### config.mk
export PLATFORM = sky130hd
export DESIGN_NAME = exec_stage
export DESIGN_NICKNAME = d
export VERILOG_FILES = /design/src/common/exec_pkg.sv /design/src/common/exec_if.sv /design/src/verilog/id_ex_reg.sv /design/src/verilog/operand_forward.sv /design/src/verilog/alu.sv /design/src/verilog/branch_ctrl.sv /design/src/verilog/exec_stage.sv
export SDC_FILE = /design/constraint.sdc
export NUM_CORES = 1
export LEC_CHECK = 0
export BUFFER_PORTS_ARGS = -buffer_cell sky130_fd_sc_hd__buf_2
export CAP_MARGIN = 20
export CORE_UTILIZATION = 24
export DETAILED_ROUTE_END_ITERATION = 6
export GPL_TIMING_DRIVEN = 1
export PLACE_DENSITY_LB_ADDON = 0.05
export SLEW_MARGIN = 20
export SYNTH_ARGS = -nofsm -noshare
export SYNTH_HDL_FRONTEND = slang
export SYNTH_SLANG_ARGS = --single-unit
### constraint.sdc
create_clock -name clk -period 5.8 [get_ports clk]
set_input_delay 0.29 -clock clk [delete_from_list [all_inputs] [get_ports clk]]
set_output_delay 0.29 -clock clk [all_outputs]
set_load 0.03 [all_outputs]
### src/common/exec_pkg.sv
package exec_pkg;

    localparam int XLEN_DEFAULT = 32;

    // operand, result or address
    typedef logic [XLEN_DEFAULT-1:0] word_t;

    // destination register index
    typedef logic [4:0] reg_idx_t;

    // alu operation codes, shared with the decoder
    typedef logic [3:0] alu_ctrl_t;

    localparam alu_ctrl_t ALU_ADD  = 4'b0000;
    localparam alu_ctrl_t ALU_SUB  = 4'b0001;
    localparam alu_ctrl_t ALU_AND  = 4'b0010;
    localparam alu_ctrl_t ALU_OR   = 4'b0011;
    localparam alu_ctrl_t ALU_XOR  = 4'b0100;
    localparam alu_ctrl_t ALU_SLT  = 4'b0101;
    localparam alu_ctrl_t ALU_SLL  = 4'b0110;
    localparam alu_ctrl_t ALU_SLTU = 4'b0111;
    localparam alu_ctrl_t ALU_SRL  = 4'b1000;
    localparam alu_ctrl_t ALU_SRA  = 4'b1001;

    // forwarding select from the hazard unit
    // codes 011, 101 and 110 are unused and fall back to the register file
    typedef enum logic [2:0] {
        FWD_ALU_M    = 3'b000,
        FWD_RESULT_W = 3'b001,
        FWD_PC4_M    = 3'b010,
        FWD_IMM_M    = 3'b100,
        FWD_NONE     = 3'b111
    } fwd_sel_t;

    // writeback result source
    typedef logic [1:0] result_src_t;

    localparam result_src_t RES_ALU = 2'b00;
    localparam result_src_t RES_MEM = 2'b01;
    localparam result_src_t RES_PC4 = 2'b10;

endpackage

### src/common/exec_if.sv
// registered decode fields, as seen in the execute stage
interface id_ex_if import exec_pkg::*; ();

    word_t       pc;
    word_t       pc_plus4;
    word_t       rd1;
    word_t       rd2;
    word_t       imm_ext;
    reg_idx_t    rd;

    alu_ctrl_t   alu_control;
    logic        alu_src;
    logic        src_a_pc;
    logic        branch;
    logic        jump;
    logic        funct3_0;
    logic        reg_write;
    logic        mem_write;
    logic        mem_read;
    result_src_t result_src;

    modport reg_side (
        output pc, pc_plus4, rd1, rd2, imm_ext, rd,
        output alu_control, alu_src, src_a_pc, branch, jump, funct3_0,
        output reg_write, mem_write, mem_read, result_src
    );

    modport stage_side (
        input pc, pc_plus4, rd1, rd2, imm_ext, rd,
        input alu_control, alu_src, src_a_pc, branch, jump, funct3_0,
        input reg_write, mem_write, mem_read, result_src
    );

endinterface

// alu operands in, result and flag out
interface alu_if import exec_pkg::*; ();

    word_t     a;
    word_t     b;
    alu_ctrl_t alu_control;
    word_t     result;
    logic      zero;

    modport src (output a, b, alu_control);

    modport alu (input a, b, alu_control, output result, zero);

    modport user (input result, zero);

endinterface

### src/verilog/id_ex_reg.sv
module id_ex_reg import exec_pkg::*; #(
    parameter int XLEN = XLEN_DEFAULT
) (
    input  logic        clk,
    input  logic        rst_n,
    input  logic        stall,
    input  logic        flush,

    input  word_t       pc_d,
    input  word_t       pc_plus4_d,
    input  word_t       rd1_d,
    input  word_t       rd2_d,
    input  word_t       imm_ext_d,
    input  reg_idx_t    rd_d,

    input  alu_ctrl_t   alu_control_d,
    input  logic        alu_src_d,
    input  logic        src_a_pc_d,
    input  logic        branch_d,
    input  logic        jump_d,
    input  logic        funct3_0_d,
    input  logic        reg_write_d,
    input  logic        mem_write_d,
    input  logic        mem_read_d,
    input  result_src_t result_src_d,

    id_ex_if.reg_side   ex
);

    logic [XLEN-1:0] pc_q;
    logic [XLEN-1:0] pc_plus4_q;
    logic [XLEN-1:0] rd1_q;
    logic [XLEN-1:0] rd2_q;
    logic [XLEN-1:0] imm_ext_q;
    reg_idx_t        rd_q;

    // payload follows the decode stage unless stalled
    always_ff @(posedge clk) begin
        if (!rst_n) begin
            pc_q       <= '0;
            pc_plus4_q <= '0;
            rd1_q      <= '0;
            rd2_q      <= '0;
            imm_ext_q  <= '0;
            rd_q       <= '0;
        end else if (flush || !stall) begin
            pc_q       <= pc_d;
            pc_plus4_q <= pc_plus4_d;
            rd1_q      <= rd1_d;
            rd2_q      <= rd2_d;
            imm_ext_q  <= imm_ext_d;
            rd_q       <= rd_d;
        end
    end

    // control fields, flush wins over stall and leaves a bubble
    always_ff @(posedge clk) begin
        if (!rst_n || flush) begin
            ex.alu_control <= ALU_ADD;
            ex.alu_src     <= 1'b0;
            ex.src_a_pc    <= 1'b0;
            ex.branch      <= 1'b0;
            ex.jump        <= 1'b0;
            ex.funct3_0    <= 1'b0;
            ex.reg_write   <= 1'b0;
            ex.mem_write   <= 1'b0;
            ex.mem_read    <= 1'b0;
            ex.result_src  <= '0;
        end else if (!stall) begin
            ex.alu_control <= alu_control_d;
            ex.alu_src     <= alu_src_d;
            ex.src_a_pc    <= src_a_pc_d;
            ex.branch      <= branch_d;
            ex.jump        <= jump_d;
            ex.funct3_0    <= funct3_0_d;
            ex.reg_write   <= reg_write_d;
            ex.mem_write   <= mem_write_d;
            ex.mem_read    <= mem_read_d;
            ex.result_src  <= result_src_d;
        end
    end

    assign ex.pc       = pc_q;
    assign ex.pc_plus4 = pc_plus4_q;
    assign ex.rd1      = rd1_q;
    assign ex.rd2      = rd2_q;
    assign ex.imm_ext  = imm_ext_q;
    assign ex.rd       = rd_q;

endmodule

### src/verilog/operand_forward.sv
module operand_forward import exec_pkg::*; #(
    parameter int XLEN = XLEN_DEFAULT
) (
    id_ex_if.stage_side ex,

    // from hazard unit
    input  fwd_sel_t    forward_rd1,
    input  fwd_sel_t    forward_rd2,

    // later-stage values
    input  word_t       alu_result_m,
    input  word_t       result_w,
    input  word_t       pc_plus4_m,
    input  word_t       imm_ext_m,

    alu_if.src          alu_bus,
    output word_t       store_data
);

    logic [XLEN-1:0] rd1_fwd;
    logic [XLEN-1:0] rd2_fwd;

    // one forwarding mux, used for both sources
    function automatic logic [XLEN-1:0] fwd_pick(
        input fwd_sel_t        sel,
        input logic [XLEN-1:0] reg_val
    );
        logic [XLEN-1:0] val;
        case (sel)
            FWD_ALU_M:    val = alu_result_m;
            FWD_RESULT_W: val = result_w;
            FWD_PC4_M:    val = pc_plus4_m;
            FWD_IMM_M:    val = imm_ext_m;
            // FWD_NONE and the unused codes
            default:      val = reg_val;
        endcase
        return val;
    endfunction

    always_comb begin
        rd1_fwd = fwd_pick(forward_rd1, ex.rd1);
        rd2_fwd = fwd_pick(forward_rd2, ex.rd2);
    end

    // auipc and jal take pc as source a
    assign alu_bus.a = ex.src_a_pc ? ex.pc : rd1_fwd;

    // immediate forms, loads and stores use imm_ext
    assign alu_bus.b = ex.alu_src ? ex.imm_ext : rd2_fwd;

    assign alu_bus.alu_control = ex.alu_control;

    // store data always comes from the forwarded rs2
    assign store_data = rd2_fwd;

endmodule

### src/verilog/alu.sv
module alu import exec_pkg::*; #(
    parameter int XLEN = XLEN_DEFAULT
) (
    alu_if.alu alu_bus
);

    localparam int SHW = $clog2(XLEN);

    logic [SHW-1:0]  shamt;
    logic [XLEN-1:0] res;
    logic            lt_signed;
    logic            lt_unsigned;

    // rv32 shifts only look at the low bits of b
    assign shamt = alu_bus.b[SHW-1:0];

    assign lt_signed   = $signed(alu_bus.a) < $signed(alu_bus.b);
    assign lt_unsigned = alu_bus.a < alu_bus.b;

    always_comb begin
        case (alu_bus.alu_control)
            ALU_ADD:  res = alu_bus.a + alu_bus.b;
            ALU_SUB:  res = alu_bus.a - alu_bus.b;
            ALU_AND:  res = alu_bus.a & alu_bus.b;
            ALU_OR:   res = alu_bus.a | alu_bus.b;
            ALU_XOR:  res = alu_bus.a ^ alu_bus.b;
            ALU_SLT:  res = {{(XLEN-1){1'b0}}, lt_signed};
            ALU_SLL:  res = alu_bus.a << shamt;
            ALU_SLTU: res = {{(XLEN-1){1'b0}}, lt_unsigned};
            ALU_SRL:  res = alu_bus.a >> shamt;
            ALU_SRA:  res = $signed(alu_bus.a) >>> shamt;
            default:  res = '0;
        endcase
    end

    assign alu_bus.result = res;

    // used by beq and bne
    assign alu_bus.zero = (res == '0);

endmodule

### src/verilog/branch_ctrl.sv
module branch_ctrl import exec_pkg::*; #(
    parameter int XLEN = XLEN_DEFAULT
) (
    id_ex_if.stage_side ex,
    alu_if.user         alu_bus,

    // to fetch and hazard unit
    output logic        pc_src,
    output word_t       pc_target,

    // to data memory
    output logic        data_memory_we,
    output logic        data_memory_re,

    // to memory stage
    output logic        reg_write_e,
    output result_src_t result_src_e,
    output reg_idx_t    rd_e,
    output word_t       pc_plus4_e
);

    logic            branch_met;
    logic [XLEN-1:0] branch_target;
    logic [XLEN-1:0] jump_target;

    // the decoder picks the compare op, funct3[0] flips it
    always_comb begin
        case (ex.alu_control)
            // beq, bne
            ALU_SUB:  branch_met = ex.funct3_0 ^ alu_bus.zero;
            // blt, bge
            ALU_SLT:  branch_met = ex.funct3_0 ^ alu_bus.result[0];
            // bltu, bgeu
            ALU_SLTU: branch_met = ex.funct3_0 ^ alu_bus.result[0];
            default:  branch_met = 1'b0;
        endcase
    end

    assign pc_src = (ex.branch & branch_met) | ex.jump;

    assign branch_target = ex.pc + ex.imm_ext;

    // jalr clears the low bit of the sum
    assign jump_target = {alu_bus.result[XLEN-1:1], 1'b0};

    assign pc_target = ex.jump ? jump_target : branch_target;

    assign data_memory_we = ex.mem_write;
    assign data_memory_re = ex.mem_read;

    // writeback controls travel on with the instruction
    assign reg_write_e  = ex.reg_write;
    assign result_src_e = ex.result_src;
    assign rd_e         = ex.rd;
    assign pc_plus4_e   = ex.pc_plus4;

endmodule

### src/verilog/exec_stage.sv
module exec_stage import exec_pkg::*; #(
    parameter int XLEN = XLEN_DEFAULT
) (
    input  logic        clk,
    input  logic        rst_n,

    // from decode
    input  word_t       pc_d,
    input  word_t       pc_plus4_d,
    input  word_t       rd1_d,
    input  word_t       rd2_d,
    input  word_t       imm_ext_d,
    input  reg_idx_t    rd_d,
    input  alu_ctrl_t   alu_control_d,
    input  logic        alu_src_d,
    input  logic        src_a_pc_d,
    input  logic        branch_d,
    input  logic        jump_d,
    input  logic        funct3_0_d,
    input  logic        reg_write_d,
    input  logic        mem_write_d,
    input  logic        mem_read_d,
    input  result_src_t result_src_d,

    // from hazard unit
    input  logic        stall_e,
    input  logic        flush_e,
    input  fwd_sel_t    forward_rd1_e,
    input  fwd_sel_t    forward_rd2_e,

    // from memory and writeback stages
    input  word_t       alu_result_m,
    input  word_t       result_w,
    input  word_t       pc_plus4_m,
    input  word_t       imm_ext_m,

    // to data memory
    output word_t       alu_result_e,
    output word_t       data_addr,
    output word_t       data_to_memory,
    output logic        data_memory_we,
    output logic        data_memory_re,

    // to fetch and hazard unit
    output word_t       pc_target_e,
    output logic        pc_src_e,

    // to memory stage
    output reg_idx_t    rd_e,
    output logic        reg_write_e,
    output result_src_t result_src_e,
    output word_t       pc_plus4_e
);

    id_ex_if ex_bus ();
    alu_if   alu_bus ();

    id_ex_reg #(
        .XLEN (XLEN)
    ) u_id_ex_reg (
        .clk           (clk),
        .rst_n         (rst_n),
        .stall         (stall_e),
        .flush         (flush_e),
        .pc_d          (pc_d),
        .pc_plus4_d    (pc_plus4_d),
        .rd1_d         (rd1_d),
        .rd2_d         (rd2_d),
        .imm_ext_d     (imm_ext_d),
        .rd_d          (rd_d),
        .alu_control_d (alu_control_d),
        .alu_src_d     (alu_src_d),
        .src_a_pc_d    (src_a_pc_d),
        .branch_d      (branch_d),
        .jump_d        (jump_d),
        .funct3_0_d    (funct3_0_d),
        .reg_write_d   (reg_write_d),
        .mem_write_d   (mem_write_d),
        .mem_read_d    (mem_read_d),
        .result_src_d  (result_src_d),
        .ex            (ex_bus)
    );

    operand_forward #(
        .XLEN (XLEN)
    ) u_operand_forward (
        .ex           (ex_bus),
        .forward_rd1  (forward_rd1_e),
        .forward_rd2  (forward_rd2_e),
        .alu_result_m (alu_result_m),
        .result_w     (result_w),
        .pc_plus4_m   (pc_plus4_m),
        .imm_ext_m    (imm_ext_m),
        .alu_bus      (alu_bus),
        .store_data   (data_to_memory)
    );

    alu #(
        .XLEN (XLEN)
    ) u_alu (
        .alu_bus (alu_bus)
    );

    branch_ctrl #(
        .XLEN (XLEN)
    ) u_branch_ctrl (
        .ex             (ex_bus),
        .alu_bus        (alu_bus),
        .pc_src         (pc_src_e),
        .pc_target      (pc_target_e),
        .data_memory_we (data_memory_we),
        .data_memory_re (data_memory_re),
        .reg_write_e    (reg_write_e),
        .result_src_e   (result_src_e),
        .rd_e           (rd_e),
        .pc_plus4_e     (pc_plus4_e)
    );

    // loads and stores address through the alu
    assign alu_result_e = alu_bus.result;
    assign data_addr    = alu_bus.result;

endmodule

==> impl_metrics.yaml <==
cells_and_area:
  nNetsFinal: 4293
  n_fill_cell: 9449
  final_cell_mix: "buf_4 (609), nand2_1 (505), buf_2 (481)"
  final_cells: 5018
  multi_input_area_sq_um: 17360
  syn_to_final_growth_pct: 49.34
  drive_gt1_frac: 0.3872
  post-route-cell-area_sq_um: 31590
  final_common_cell: "buf_4"
  seq_area_sq_um: 3598
run_status:
  status: "finished, final reports clean"
route:
  vias: 27290
  drt_iter0_markers: 2407
  met3_length_um: 7220
  wl_met2_um: 68530
  via_per_inst: 5.438
  wl_um: 148200
  met1_length_um: 66350
  highest_layer: "met5"
  ant_nets: 0
  drc_errors: 0
  routedWlPerCell_um: 29.53
  firstDrtPassIters: 6
cts:
  clk_pin_slew_ps: 90
  clock_path_buffers: 2
  worstSkewPairLatency_ps: 500
  clock_sinks: 179
  cts_buffers: 17
  root_buffer: "clkbuf_16"
  tritoncts: "built"
  htreeDepth: 4
synth:
  yosysWarnings: 0
  synth_flop_cell: "dfxtp_1"
  ys_top_cells_by_area: "dfxtp_1 (17%), nand2_1 (9.0%), mux2i_1 (8.5%), ha_1 (7.6%), a21boi_0 (6.1%)"
  netlist.area_leader.share: 0.1694
  ys_ff_latch: 179
  syn_avg_cell_area_sq_um: 7.284
  ys_seq_area_frac: 0.1694
  async_flop_share: 0
  syn-num-nets: 3352
  yosysTopAreaCell: "dfxtp_1"
  netlist_area_sq_um: 21150
  synth_cell_types: 99
  synthCells: 2904
  synth_edf_count: 0
pwr:
  fin_total_pwr_mw: 8.557
  ir_drop_uv: 248.1
  p_leak_nw: 14.39
  powerDensity_nw_per_um2: 270.9
place:
  dpl_cell_area_sq_um: 28620
  hpwl_um: 122200
  gp_congestion: 1.004
  place_inst: 4900
  port_buffers: 487
  dp_slack_ps: -492.8
hold_path:
  hold_path_class: "input pin to flop"
  min_path_cells: 3
  worstHoldStart: "funct3_0_d"
  hold_path_end: "u_id_ex_reg.ex.funct3_0$_SDFFE_PP0N_"
global_routing:
  overflow: 0
  grt_first_pass_wirelength_um: 205900
  grtUsageTotal: 0.3204
  antenna_found_initial: 12
  grt_max_degree: 105
  grt_pass1_vias: 26800
critical_path:
  endpoint_kind: "output pin"
  r2r_start: "u_id_ex_reg.ex.src_a_pc$_SDFFE_PP0N_"
  worstPathMaxFanout: 38
  reg2reg_depth: 5
  worstSetupPathType: "flop to output pin"
  r2r_slack_ps: 4380
  r2r_end: "u_id_ex_reg.ex.src_a_pc$_SDFFE_PP0N_"
  crit_arrival_ps: 5510
  crit_path_start_kind: "flop"
  worstPathRequired_ps: 5510
timing:
  skew_ps: 0
  min_period_ps: 5800
  rsz0062_at_grt: "true"
  fin_crit_sh: 1.000
  final.setup.worst_slack_ps: 0.1399
  slew_violations: 0
  finalHoldViolations: 0
  fin_hold_ws_ps: 27.46
  relSlewSlack: 0.2927
  worst_pin_slew_ps: 1060
  fmax_mhz: 172.4
  setup_viol: 0
floorplan:
  die_w_um: 298.9
  core_sq_um: 87020
  rows: 108
  die-area_sq_um: 89330
  die_h_um: 298.9
  initial_core_util: 0.2431
  num_io_pins: 488
job:
  maxCapViolations: 0
## area by class of cell
class	count	area share
clock buffer	19	0.01434
inverter	122	0.01477
sequential	179	0.1139
multi-input combinational	2351	0.5495
antenna	5	0.0003961
timing repair buffer	1174	0.2564
clock inverter	13	0.004951
tap	1155	0.04574
## worst max-delay path, stage by stage (launching register included)
cell       delay, ps
dfxtp_1          720
nand2_1          120
o31a_2           180
clkinv_4          90
buf_4            510
nand2_1          240
buf_4            190
o22ai_1          210
buf_4            170
nand4b_1         260
o2111ai_1        350
nor3_2           520
nand3_4          140
nor4_4           310
nand4b_1         270
buf_4            220
o21ai_1          130
nand3b_1         110
buf_6            150
## worst max path at each step
stage	from	end	slack [ps]
3_5_place_dp	forward_rd1_e[0]	pc_src_e	-490
6_report	u_id_ex_reg.ex.imm_ext[0]$_SDFFE_PN0P_	pc_src_e	0.1
4_1_cts	forward_rd2_e[0]	pc_src_e	2
5_1_grt	forward_rd1_e[0]	pc_src_e	-30
2_1_floorplan	forward_rd2_e[0]	pc_src_e	10
3_3_place_gp	forward_rd1_e[0]	pc_src_e	-520
## flip-flops by register name, summed over array words and instances (netlist names), 2 cells and up
| name | flops |
|---|---|
| u_id_ex_reg.ex.imm_ext | 32 |
| u_id_ex_reg.ex.pc | 32 |
| u_id_ex_reg.ex.pc_plus4 | 32 |
| u_id_ex_reg.ex.rd1 | 32 |
| u_id_ex_reg.ex.rd2 | 32 |
| u_id_ex_reg.ex.rd | 5 |
| u_id_ex_reg.ex.alu_control | 4 |
| u_id_ex_reg.ex.result_src | 2 |
## kinds of logic (layout without fill, tap and decap cells)
| kind of cell | count (synthesis) | after routing | synth area share |
|---|---|---|---|
| AND/OR/NAND/NOR | 1062 | 1062 | 0.2372 |
| AO/OA/AOI/OAI | 892 | 892 | 0.3043 |
| buffers and inverters | 374 | 1328 | 0.08026 |
| multiplexers | 232 | 232 | 0.1160 |
| flip-flops | 179 | 179 | 0.1694 |
| adder cells (fa/ha/maj) | 133 | 133 | 0.07955 |
| XOR/XNOR | 32 | 32 | 0.01325 |
| other | 0 | 5 | 0 |
## cell usage after synthesis (all sizes together), types with 14 or more instances
cell type,n
a2111oi,20
a211oi,43
a21boi,171
a21o,26
a21oi,159
a221oi,19
a22oi,72
a31oi,16
and2,21
buf,106
clkbuf,146
dfxtp,179
ha,128
inv,120
mux2,46
mux2i,182
nand2,507
nand2b,46
nand3,69
nor2,192
nor2b,17
nor3,52
nor4b,69
o2111ai,15
o211ai,33
o21a,16
o21ai,95
o221a,25
o221ai,18
o22ai,35
o31ai,19
or3,14
xnor2,15
xor2,17
## power by group
group          internal [mW]  switching (mW)  total (mW)
combinational           2.32            3.56        5.87
sequential              1.30          0.0804        1.38
clock                  0.607           0.693        1.30
## repair_timing
action,CTS,global route
gates cloned,1,1
endpoints found under the setup margin,9,7
pin swaps,39,75
gates resized for setup,144,176
hold buffers,31,0
endpoints found under the hold margin,31,0
setup buffers,25,26
## per-layer routing
| layer | GRT usage | vias up |
|---|---|---|
| li1 | - | 12510 |
| met1 | 0.4300 | 13500 |
| met2 | 0.5240 | 1086 |
| met3 | 0.03606 | 192 |
| met4 | 0.1199 | 6 |
| met5 | 0 | - |
## through the flow
stage | setup TNS, ps | util
floorplan | 0 | -
global placement | -644.2 | 0.3289
detailed placement | -705.0 | 0.3289
CTS | 0 | 0.3501
global route | -28.84 | 0.3629
finish | 0 | 0.3630
Power figures use the tool's default switching activity.
